File: config.mk
export PLATFORM = sky130hd
export DESIGN_NAME = pepCpu
export DESIGN_NICKNAME = d
export VERILOG_FILES = /design/src/pepPkg.sv /design/src/pepIfs.sv /design/src/instrFetch.sv /design/src/instrDecode.sv /design/src/aluCore.sv /design/src/cpuRegs.sv /design/src/execStage.sv /design/src/pepCpu.sv
export SDC_FILE = /design/constraint.sdc
export NUM_CORES = 1
export LEC_CHECK = 0
export ABC_CLOCK_PERIOD_IN_PS = 3600
export BUFFER_PORTS_ARGS = -buffer_cell sky130_fd_sc_hd__buf_2
export CORE_MARGIN = 8
export CORE_UTILIZATION = 36
export CTS_CLUSTER_DIAMETER = 100
export DETAILED_ROUTE_END_ITERATION = 10
export PLACE_DENSITY = 0.65
export SYNTH_ARGS = -nofsm -noshare
export SYNTH_HDL_FRONTEND = slang
export SYNTH_SLANG_ARGS = --single-unit
File: constraint.sdc
create_clock -name Sysclk -period 3.6 [get_ports Sysclk]
set_clock_uncertainty 0.1 [all_clocks]
set_input_delay 1.08 -clock Sysclk [delete_from_list [all_inputs] [get_ports Sysclk]]
set_output_delay 1.08 -clock Sysclk [all_outputs]
set_load 0.05 [all_outputs]
File: src/pepPkg.sv
// ====================
// Byte-wide subset of the Pep/9 encoding
// Only immediate mode is defined for non-unary opcodes
// ====================
package pepPkg;

    localparam int dataWidth = 8;
    localparam int regSelW = 1;     // 0 is A, 1 is X

    // Unary opcodes, specifier bits 7:1
    localparam logic [6:0] opNot = 7'h0C;
    localparam logic [6:0] opNeg = 7'h0D;
    localparam logic [6:0] opAsl = 7'h0E;
    localparam logic [6:0] opAsr = 7'h0F;
    localparam logic [6:0] opRol = 7'h10;
    localparam logic [6:0] opRor = 7'h11;

    // Non-unary opcodes, specifier bits 7:4
    localparam logic [3:0] opAdd = 4'd6;
    localparam logic [3:0] opSub = 4'd7;
    localparam logic [3:0] opAnd = 4'd8;
    localparam logic [3:0] opOr = 4'd9;
    localparam logic [3:0] opCpw = 4'd10;
    localparam logic [3:0] opLdw = 4'd12;

    localparam logic [2:0] amImmediate = 3'd0;

    typedef enum logic [3:0] {
        aluLoad,
        aluAdd,
        aluSub,
        aluAnd,
        aluOr,
        aluNot,
        aluNeg,
        aluAsl,
        aluAsr,
        aluRol,
        aluRor
    } aluFuncT;

    typedef struct packed {
        logic [6:0] opcode;
        logic r;
    } unarySpecT;

    typedef struct packed {
        logic [3:0] opcode;
        logic r;
        logic [2:0] mode;   // aaa field
    } nonUnarySpecT;

    // Same byte, read one way or the other by decode
    typedef union packed {
        unarySpecT unary;
        nonUnarySpecT nonUnary;
    } instrSpecT;

    typedef struct packed {
        logic n;
        logic z;
        logic v;
        logic c;
    } statusT;

endpackage

File: src/pepIfs.sv
// ====================
// Stage links use valid/ready, payload held while stalled
// Register port reads are combinational
// ====================
`timescale 1ns/100ps

interface fetchIf;
    import pepPkg::*;

    logic valid;
    logic ready;
    instrSpecT spec;
    logic [dataWidth-1:0] operand;

    modport producer (output valid, spec, operand, input ready);
    modport consumer (input valid, spec, operand, output ready);
endinterface

interface aluCmdIf;
    import pepPkg::*;

    logic valid;
    logic ready;
    aluFuncT func;
    logic [regSelW-1:0] regSel;
    logic writeBack;    // Low for compare
    logic [dataWidth-1:0] operand;

    modport producer (output valid, func, regSel, writeBack, operand, input ready);
    modport consumer (input valid, func, regSel, writeBack, operand, output ready);
endinterface

interface regPortIf;
    import pepPkg::*;

    logic [regSelW-1:0] rdSel;
    logic [dataWidth-1:0] rdData;
    logic wrEn;
    logic [regSelW-1:0] wrSel;
    logic [dataWidth-1:0] wrData;
    logic flagsWrEn;
    statusT flagsNext;
    statusT flags;

    modport exec (output rdSel, wrEn, wrSel, wrData, flagsWrEn, flagsNext,
                  input rdData, flags);
    modport regFile (input rdSel, wrEn, wrSel, wrData, flagsWrEn, flagsNext,
                     output rdData, flags);
endinterface

File: src/instrFetch.sv
// ====================
// One-entry input register for specifier and operand
// ====================
`timescale 1ns/100ps

module instrFetch (
    input  logic Sysclk,
    input  logic resetbar,
    input  logic instrValid,
    input  pepPkg::instrSpecT instrSpec,
    input  logic [pepPkg::dataWidth-1:0] instrOperand,
    output logic instrReady,
    fetchIf.producer fetchOut
);
    import pepPkg::*;

    logic slotValid;
    instrSpecT specReg;
    logic [dataWidth-1:0] operandReg;

    // Accept when empty or when decode takes the current entry
    assign instrReady = !slotValid || fetchOut.ready;

    always_ff @(posedge Sysclk)
    begin
        if (!resetbar)
            slotValid <= 1'b0;
        else if (instrReady)
            slotValid <= instrValid;
    end

    always_ff @(posedge Sysclk)
    begin
        if (instrValid && instrReady)
        begin
            specReg <= instrSpec;
            operandReg <= instrOperand;
        end
    end

    assign fetchOut.valid = slotValid;
    assign fetchOut.spec = specReg;
    assign fetchOut.operand = operandReg;

endmodule

File: src/instrDecode.sv
// ====================
// Unsupported specifiers and non-immediate modes are
// accepted and dropped without a command
// ====================
`timescale 1ns/100ps

module instrDecode (
    input  logic Sysclk,
    input  logic resetbar,
    fetchIf.consumer fetchIn,
    aluCmdIf.producer cmdOut
);
    import pepPkg::*;

    logic isUnary;
    logic supported;
    aluFuncT funcDec;
    logic [regSelW-1:0] regSelDec;
    logic writeBackDec;

    logic cmdValid;
    aluFuncT funcReg;
    logic [regSelW-1:0] regSelReg;
    logic writeBackReg;
    logic [dataWidth-1:0] operandReg;

    // All opcodes below ADD are treated as unary here
    assign isUnary = fetchIn.spec.nonUnary.opcode < opAdd;

    always_comb
    begin
        supported = 1'b1;
        funcDec = aluLoad;
        writeBackDec = 1'b1;
        if (isUnary)
        begin
            regSelDec = fetchIn.spec.unary.r;
            case (fetchIn.spec.unary.opcode)
                opNot: funcDec = aluNot;
                opNeg: funcDec = aluNeg;
                opAsl: funcDec = aluAsl;
                opAsr: funcDec = aluAsr;
                opRol: funcDec = aluRol;
                opRor: funcDec = aluRor;
                default: supported = 1'b0;
            endcase
        end
        else
        begin
            regSelDec = fetchIn.spec.nonUnary.r;
            case (fetchIn.spec.nonUnary.opcode)
                opAdd: funcDec = aluAdd;
                opSub: funcDec = aluSub;
                opAnd: funcDec = aluAnd;
                opOr:  funcDec = aluOr;
                opCpw:
                begin
                    funcDec = aluSub;
                    writeBackDec = 1'b0;    // Flags only
                end
                opLdw: funcDec = aluLoad;
                default: supported = 1'b0;
            endcase
            if (fetchIn.spec.nonUnary.mode != amImmediate)
                supported = 1'b0;
        end
    end

    assign fetchIn.ready = !cmdValid || cmdOut.ready;

    always_ff @(posedge Sysclk)
    begin
        if (!resetbar)
            cmdValid <= 1'b0;
        else if (fetchIn.ready)
            cmdValid <= fetchIn.valid && supported;
    end

    always_ff @(posedge Sysclk)
    begin
        if (fetchIn.valid && fetchIn.ready && supported)
        begin
            funcReg <= funcDec;
            regSelReg <= regSelDec;
            writeBackReg <= writeBackDec;
            operandReg <= fetchIn.operand;
        end
    end

    assign cmdOut.valid = cmdValid;
    assign cmdOut.func = funcReg;
    assign cmdOut.regSel = regSelReg;
    assign cmdOut.writeBack = writeBackReg;
    assign cmdOut.operand = operandReg;

endmodule

File: src/aluCore.sv
// ====================
// Purely combinational, N and Z always follow y
// Rotates go through the incoming C flag
// ====================
`timescale 1ns/100ps

module aluCore (
    input  pepPkg::aluFuncT func,
    input  logic [pepPkg::dataWidth-1:0] a,
    input  logic [pepPkg::dataWidth-1:0] b,
    input  pepPkg::statusT flagsIn,
    output logic [pepPkg::dataWidth-1:0] y,
    output pepPkg::statusT flagsOut
);
    import pepPkg::*;

    localparam int msb = dataWidth - 1;

    logic [msb:0] addA;
    logic [msb:0] addB;
    logic addCin;
    logic [dataWidth:0] sum;
    logic addOvf;

    // One adder shared by add, sub and neg
    always_comb
    begin
        addA = a;
        addB = b;
        addCin = 1'b0;
        case (func)
            aluSub:
            begin
                addB = ~b;
                addCin = 1'b1;
            end
            aluNeg:
            begin
                addA = '0;      // 0 - a
                addB = ~a;
                addCin = 1'b1;
            end
            default: ;
        endcase
    end

    assign sum = {1'b0, addA} + {1'b0, addB} + {{dataWidth{1'b0}}, addCin};
    assign addOvf = (addA[msb] == addB[msb]) && (sum[msb] != addA[msb]);

    always_comb
    begin
        y = b;
        flagsOut.v = flagsIn.v;
        flagsOut.c = flagsIn.c;
        case (func)
            aluLoad: y = b;
            aluAdd, aluSub, aluNeg:
            begin
                y = sum[msb:0];
                flagsOut.v = addOvf;
                flagsOut.c = sum[dataWidth];
            end
            aluAnd: y = a & b;
            aluOr:  y = a | b;
            aluNot: y = ~a;
            aluAsl:
            begin
                y = {a[msb-1:0], 1'b0};
                flagsOut.v = a[msb] ^ a[msb-1];    // Sign changed
                flagsOut.c = a[msb];
            end
            aluAsr:
            begin
                y = {a[msb], a[msb:1]};
                flagsOut.c = a[0];
            end
            aluRol:
            begin
                y = {a[msb-1:0], flagsIn.c};
                flagsOut.c = a[msb];
            end
            aluRor:
            begin
                y = {flagsIn.c, a[msb:1]};
                flagsOut.c = a[0];
            end
            default: ;
        endcase
        flagsOut.n = y[msb];
        flagsOut.z = (y == '0);
    end

endmodule

File: src/cpuRegs.sv
// ====================
// A, X and NZVC, all cleared by reset
// ====================
`timescale 1ns/100ps

module cpuRegs (
    input  logic Sysclk,
    input  logic resetbar,
    regPortIf.regFile regPort
);
    import pepPkg::*;

    logic [dataWidth-1:0] regA;
    logic [dataWidth-1:0] regX;
    statusT flagsReg;

    assign regPort.rdData = regPort.rdSel[0] ? regX : regA;
    assign regPort.flags = flagsReg;

    always_ff @(posedge Sysclk)
    begin
        if (!resetbar)
        begin
            regA <= '0;
            regX <= '0;
            flagsReg <= '0;
        end
        else
        begin
            if (regPort.wrEn && !regPort.wrSel[0])
                regA <= regPort.wrData;
            if (regPort.wrEn && regPort.wrSel[0])
                regX <= regPort.wrData;
            if (regPort.flagsWrEn)
                flagsReg <= regPort.flagsNext;
        end
    end

endmodule

File: src/execStage.sv
// ====================
// Register read, ALU and writeback happen on the command transfer
// Output holds while resultReady is low
// ====================
`timescale 1ns/100ps

module execStage (
    input  logic Sysclk,
    input  logic resetbar,
    aluCmdIf.consumer cmdIn,
    regPortIf.exec regPort,
    output logic resultValid,
    input  logic resultReady,
    output logic [pepPkg::dataWidth-1:0] result,
    output pepPkg::statusT resultFlags
);
    import pepPkg::*;

    logic xfer;
    logic [dataWidth-1:0] aluY;
    statusT aluFlags;

    assign cmdIn.ready = !resultValid || resultReady;
    assign xfer = cmdIn.valid && cmdIn.ready;

    assign regPort.rdSel = cmdIn.regSel;

    aluCore alu0 (
        .func(cmdIn.func),
        .a(regPort.rdData),
        .b(cmdIn.operand),     // Immediate operand
        .flagsIn(regPort.flags),
        .y(aluY),
        .flagsOut(aluFlags)
    );

    // Commit in the same edge as the result register
    assign regPort.wrEn = xfer && cmdIn.writeBack;
    assign regPort.wrSel = cmdIn.regSel;
    assign regPort.wrData = aluY;
    assign regPort.flagsWrEn = xfer;
    assign regPort.flagsNext = aluFlags;

    always_ff @(posedge Sysclk)
    begin
        if (!resetbar)
            resultValid <= 1'b0;
        else if (cmdIn.ready)
            resultValid <= cmdIn.valid;
    end

    always_ff @(posedge Sysclk)
    begin
        if (xfer)
        begin
            result <= aluY;
            resultFlags <= aluFlags;
        end
    end

endmodule

File: src/pepCpu.sv
// ====================
// Three-stage pipeline, one result per executed instruction
// Unsupported specifiers give no result
// ====================
`timescale 1ns/100ps

module pepCpu (
    input  logic Sysclk,
    input  logic resetbar,
    input  logic instrValid,
    output logic instrReady,
    input  pepPkg::instrSpecT instrSpec,
    input  logic [pepPkg::dataWidth-1:0] instrOperand,
    output logic resultValid,
    input  logic resultReady,
    output logic [pepPkg::dataWidth-1:0] result,
    output pepPkg::statusT resultFlags
);

    fetchIf fetchBus ();
    aluCmdIf cmdBus ();
    regPortIf regBus ();

    instrFetch fetch0 (
        .Sysclk(Sysclk),
        .resetbar(resetbar),
        .instrValid(instrValid),
        .instrSpec(instrSpec),
        .instrOperand(instrOperand),
        .instrReady(instrReady),
        .fetchOut(fetchBus.producer)
    );

    instrDecode decode0 (
        .Sysclk(Sysclk),
        .resetbar(resetbar),
        .fetchIn(fetchBus.consumer),
        .cmdOut(cmdBus.producer)
    );

    execStage exec0 (
        .Sysclk(Sysclk),
        .resetbar(resetbar),
        .cmdIn(cmdBus.consumer),
        .regPort(regBus.exec),
        .resultValid(resultValid),
        .resultReady(resultReady),
        .result(result),
        .resultFlags(resultFlags)
    );

    cpuRegs regs0 (
        .Sysclk(Sysclk),
        .resetbar(resetbar),
        .regPort(regBus.regFile)
    );

endmodule

==> out/metrics.cfg, run 1 <==
[outcome]
status=finished, final reports clean

[timing]
final_hold_viol_count=0
holdWs_ns=0.320
worst_pin_slew_ns=0.467
fin_crit_sh_pct=92.3
relSlewSlack_pct=68.7
rsz0062_at_grt=no
fin_crit_ns=3.32
setup_viol_count_final=0
max_freq_mhz=301
maxSlewViolCount=0
final.setup.tns_ns=0

[placed_design]
io_buffers=33
globalplace.congestion=0.921
dp.cells=572
dpl.hpwl_um=7290

[setup_path]
reg2reg_from=decode0.cmdOut.func[0]
crit_path_start=decode0.cmdOut.func[0]
required_ns=3.68
worstSetupEndpointType=flip-flop
path_class=reg2reg
crit_path_start_kind=flip-flop
worst_ep_arrival_time_ns=3.40
cp_max_fo=3

[clocking]
cts_root_buf=clkbuf_8
cts_tree=yes
cts_buffer_depth=2
cts.sinks=62
numCtsBuffers=9
clk_pin_slew_worst_paths_ns=0.08
h-tree-depth=3
clk_latency_ns=0.35

[final_layout]
fin_util_pct=43.2
num-fill-cells=996
num_antenna_cells=0
drive_above_1_share_pct=23.7
area_growth_pct=17.2
nNetsFinal=476
instances_no_fill=588

[synthesis]
synthTopCellsByArea=edfxtp_1 33%, dfxtp_1 11%, nor2_1 5.3%
synth_common_cells=53 x nor2_1, 41 x edfxtp_1, 37 x nand2_1, 25 x a21oi_1, 21 x dfxtp_1
synth-edff-count=41
async_reset_ff_share_pct=0
avgSynthCellArea_um2=9.46
synth_most_common_cell=nor2_1
synth_top_area_share_pct=32.7
yosysTopAreaCell=edfxtp_1
synth_warnings=0
synth_ff_type=edfxtp_1
synth-seq-area-share_pct=43.9
synth_cell_types=77
synthCells=398
syn-num-nets=427
netlist_area_um2=3770
ys_seq_elements=62

[grt]
grt.total_usage_pct=13.7
grt_pass1_vias=3125
grt_max_degree=35
use_met3_pct=3.86
grtUsageMet1_pct=16.2
gr-total-overflow=0
met2_usage_pct=22.6
antenna_found_initial=0
grt_busiest_layer=met2
grt_pass1_wl_um=15500

[floorplan]
start_util_pct=36.8
die_w_um=118
row_count=37
die_y_um=118
io-pin-count=34
coreArea_um2=10200
die_area_um2=14000

[pwr]
power_uw=1550
switchingPower_uw=395
p_leak_uw=0.00172
vdd_drop_max_v=0.000241
powerDensity_nw_per_um2=351
intPower_uw=1160
combPwrFrac_pct=6.9
power_frac_clock_pct=41.5
switching_share_pct=25.5
seqPwrFrac_pct=51.6

[drt]
first_pass_iters=5
drtIter0Drc=220
antenna_left=0
routedWlPerCell_um=16.2
num_vias=3192
drt_wl_total_um=9550
drc=0
viasPerCell=5.43

[job]
cap_violations=0

[worst_hold_path]
worstHoldStart=fetch0.fetchOut.operand[1]
min_path_type=reg2reg

-- layer usage --
layer / routed length (um) / vias to the layer above
met5: 0 / -
met4: 333 / 0
met3: 533 / 26
met2: 4530 / 108
met1: 4150 / 1490
li1: - / 1568
-- power groups by stage --
stage | clock [uW] | combinational [uW] | sequential [uW]
after floorplan | 0 | 70.9 | 813
after global placement | 0 | 104 | 815
after detailed placement | 0 | 105 | 816
after CTS | 656 | 106 | 800
after global routing | 684 | 117 | 803
final | 643 | 107 | 800
-- cell families after synthesis --
kind of cell / count (synthesis) / synth area share [%]
adder cells (fa/ha/maj): 10 / 3.65
AND/OR/NAND/NOR: 151 / 20.1
multiplexers: 18 / 5.48
buffers and inverters: 39 / 4.78
XOR/XNOR: 4 / 0.930
flip-flops: 62 / 43.9
AO/OA/AOI/OAI: 114 / 21.2
-- flip-flops by register name, summed over array words and instances, names as in the netlist --
signal	count
regs0.regA	8
decode0.cmdOut.regSel	1
fetch0.fetchOut.valid	1
exec0.resultFlags	4
fetch0.fetchOut.spec	8
exec0.resultValid	1
decode0.cmdOut.valid	1
regs0.regX	8
fetch0.fetchOut.operand	8
regs0.regPort.flags	2
decode0.cmdOut.func	4
decode0.cmdOut.writeBack	1
decode0.cmdOut.operand	8
exec0.result	7
-- placed cells by master, fill, tap and decap left out, drive strengths merged, types with 3 or more instances in the layout --
cell / Yosys / final
or2: 5 / 5
a32oi: 3 / 3
a31oi: 5 / 5
a22oi: 4 / 4
dfxtp: 21 / 21
xor2: 3 / 3
a211oi: 11 / 11
mux2i: 12 / 12
a31o: 3 / 3
a21oi: 25 / 25
nor3: 5 / 5
inv: 16 / 20
o22ai: 7 / 7
nor3b: 4 / 4
buf: 16 / 61
nor2b: 12 / 12
nor4b: 3 / 3
and3: 3 / 3
a21o: 5 / 5
nand2: 37 / 37
mux2: 6 / 6
nand3: 7 / 7
o21a: 3 / 3
nor2: 53 / 53
nand2b: 5 / 5
o21bai: 5 / 5
nor4: 4 / 4
a211o: 3 / 3
o21ai: 20 / 20
or3: 3 / 3
clkbuf: 7 / 9
ha: 7 / 7
edfxtp: 41 / 41
-- layout make-up --
| type | count | area [um^2] | share of cell area, % |
|---|---|---|---|
| Timing Repair Buffer | 61 | 375 | 8.50 |
| Clock inverter | 7 | 80.1 | 1.81 |
| Inverter | 16 | 60.1 | 1.36 |
| Sequential cell | 62 | 1650 | 37.4 |
| Clock buffer | 9 | 124 | 2.81 |
| Multi-Input combinational cell | 297 | 1950 | 44.3 |
| Tap cell | 136 | 170 | 3.85 |
-- through the flow --
step | cell area, um^2 | setup slack (ns)
6_report | 4420 | 0.277
3_3_place_gp | 4190 | 0.291
2_1_floorplan | 3770 | 0.00242
4_1_cts | 4400 | 0.167
5_1_grt | 4420 | 0.0279
3_5_place_dp | 4190 | 0.219
-- final timing paths --
kind,endpoint,cells after the start,slack (ns)
max,exec0.resultFlags[2],13,0.28
min,decode0.cmdOut.operand[1],0,0.32
max reg2reg,exec0.resultFlags[2],13,0.28
min reg2reg,decode0.cmdOut.operand[1],0,0.32
-- worst max-delay path: stages, from the launching register on --
cell and delay [ns]:
edfxtp_1 0.42, nor3b_2 0.24, inv_1 0.09, a21oi_1 0.21, fa_1 0.22, inv_1 0.05, fa_1 0.42, a211oi_2 0.31
o21bai_1 0.11, a21oi_1 0.25, mux2i_1 0.24, a31o_1 0.19, inv_1 0.06, nor4_2 0.22
-- timing repair --
action / CTS / global route
resized for setup: 0 / 4
setup buffers: 0 / 0
setup endpoints to repair: 0 / 1
hold buffers: 0 / 0
(Power assumes the default switching activity.)
==> run 2: changes to the inputs <==
--- a/config.mk
+++ b/config.mk
@@ -14,4 +14,5 @@
 export PLACE_DENSITY = 0.65
 export SYNTH_ARGS = -nofsm -noshare
 export SYNTH_HDL_FRONTEND = slang
+export SYNTH_HIERARCHICAL = 1
 export SYNTH_SLANG_ARGS = --single-unit
==> run 2 against run 1 <==
Net effect: fmax is 5.5% lower; sequential share of layout area is 0.21 points lower; critical path depth is 1 lower; worst hold slack better by 0.0013 ns; sequential power is 0.9% higher; largest power group unchanged.
==> out/metrics.cfg, run 2 <==
[outcome]
status=finished, final reports clean

[setup_path]
rrSetupSlack_ns=0.08
crit_path_start_kind=flip-flop
required_ns=3.68
r2r_cells=12
timing.rr.end=exec0/resultFlags[2]
worst_ep_arrival_time_ns=3.60
reg2reg_from=decode0/cmdOut.regSel
worstSetupEndpointType=flip-flop
cp_max_fo=3
path_class=reg2reg

[clocking]
clk_latency_ns=0.35
numCtsBuffers=9
cts.sinks=63
cts_buffer_depth=2
h-tree-depth=3
clk_pin_slew_worst_paths_ns=0.08
cts_root_buf=clkbuf_8
cts_tree=yes

[floorplan]
die_area_um2=14600
die_w_um=121
row_count=38
io-pin-count=34
coreArea_um2=10800
start_util_pct=36.6
die_y_um=121

[placed_design]
dpl_worst_slack_ns=0.0293
placed_area_um2=4260
dpl.hpwl_um=7110
io_buffers=33
dp.cells=558
globalplace.congestion=0.931

[drt]
drtIter0Drc=233
routedWlPerCell_um=16.6
first_pass_iters=5
drt_wl_total_um=9560
drc=0
viasPerCell=5.64
num_vias=3245
antenna_left=0

[final_layout]
drive_above_1_share_pct=24.6
nNetsFinal=459
area_growth_pct=14.4
num_antenna_cells=0
fin_area_um2=4520
layout_common_cells=56 x nand2_1, 42 x edfxtp_1, 33 x buf_2, 21 x dfxtp_1, 21 x o21ai_0
fin_util_pct=41.9
instances_no_fill=575
mostFrequentLayoutCell=nand2_1

[timing]
setup_viol_count_final=0
final_hold_viol_count=0
maxSlewViolCount=0
relSlewSlack_pct=51.8
fin_crit_sh_pct=97.7
fin_crit_ns=3.52
final.setup.tns_ns=0
max_freq_mhz=284
rsz0062_at_grt=yes
worst_pin_slew_ns=0.717
setup_ws_ns=0.0836

[pwr]
powerDensity_nw_per_um2=349
vdd_drop_max_v=0.000225
p_leak_uw=0.00171

[synthesis]
syn-num-nets=427
netlist_area_um2=3950
synth_warnings=6
avgSynthCellArea_um2=9.93
synthCells=398

[grt]
antenna_found_initial=0
grt_max_degree=33
grt_pass1_wl_um=15900
grt.total_usage_pct=13.5
grt_pass1_vias=3182
gr-total-overflow=0

[worst_hold_path]
min_path_type=reg2reg
whs_path_depth=0
worstHoldStart=fetch0/fetchOut.operand[7]
hold-path-endpoint=decode0/cmdOut.operand[7]

[job]
cap_violations=0

run 2: metrics by stage:
| stage | power, uW | hold WS, ns |
|---|---|---|
| global route | 1640 | 0.320 |
| CTS | 1600 | 0.323 |
| finish | 1580 | 0.322 |
| detailed placement | 889 | 0.305 |
| floorplan | 871 | 0.300 |
| global placement | 885 | 0.306 |
run 2: how the worst max path moves through the flow:
| stage | startpoint | to | slack, ns | cells after the start |
|---|---|---|---|---|
| 2_1_floorplan | decode0/cmdOut.regSel | exec0/resultFlags[2] | -0.03 | 14 |
| 3_3_place_gp | decode0/cmdOut.regSel | exec0/resultFlags[2] | 0.13 | 12 |
| 3_5_place_dp | decode0/cmdOut.regSel | exec0/resultFlags[2] | 0.03 | 12 |
| 4_1_cts | decode0/cmdOut.regSel | exec0/resultFlags[2] | 0.02 | 12 |
| 5_1_grt | decode0/cmdOut.regSel | exec0/resultFlags[2] | -0.02 | 12 |
| 6_report | decode0/cmdOut.regSel | exec0/resultFlags[2] | 0.08 | 12 |
run 2: metal layers:
metal / track usage [%] / share of wire, % / routed length [um]
met3: 3.73 / 6.4 / 611
met5: 0 / 0 / 0
met4: 4.37 / 2.0 / 187
met2: 22.3 / 49 / 4660
met1: 16.7 / 43 / 4110
run 2: timing repair:
action	CTS	global route
setup buffers	0	1
pin swaps	1	1
endpoints found under the setup margin	1	4
hold buffers	0	0
gates resized for setup	0	7
run 2: layout make-up:
class	instances	area (um^2)
fillers	1010	6270
multi-input cells	288	2070
flip-flops and latches	63	1680
repair buffers	52	308
well taps	140	175
clock buffers	9	124
clock inverters	7	105
inverters	16	60.1
run 2: critical path: stages (launching register included):
cell      delay [ns]
edfxtp_1        0.43
mux2_4          0.33
and2_4          0.16
a211oi_2        0.22
a21oi_2         0.07
fa_2            0.42
buf_4           0.17
nor2b_4         0.10
a221oi_2        0.07
xnor2_1         0.13
a2111o_1        0.45
or4_4           0.56
nor4_4          0.13
run 2: report_power, final:
part | internal (uW) | switching [uW] | leakage, uW
Combinational | 28.8 | 36.9 | 0.00103
Clock | 399 | 304 | 0.000112
Sequential | 789 | 17.9 | 0.000565
Total | 1220 | 359 | 0.00171
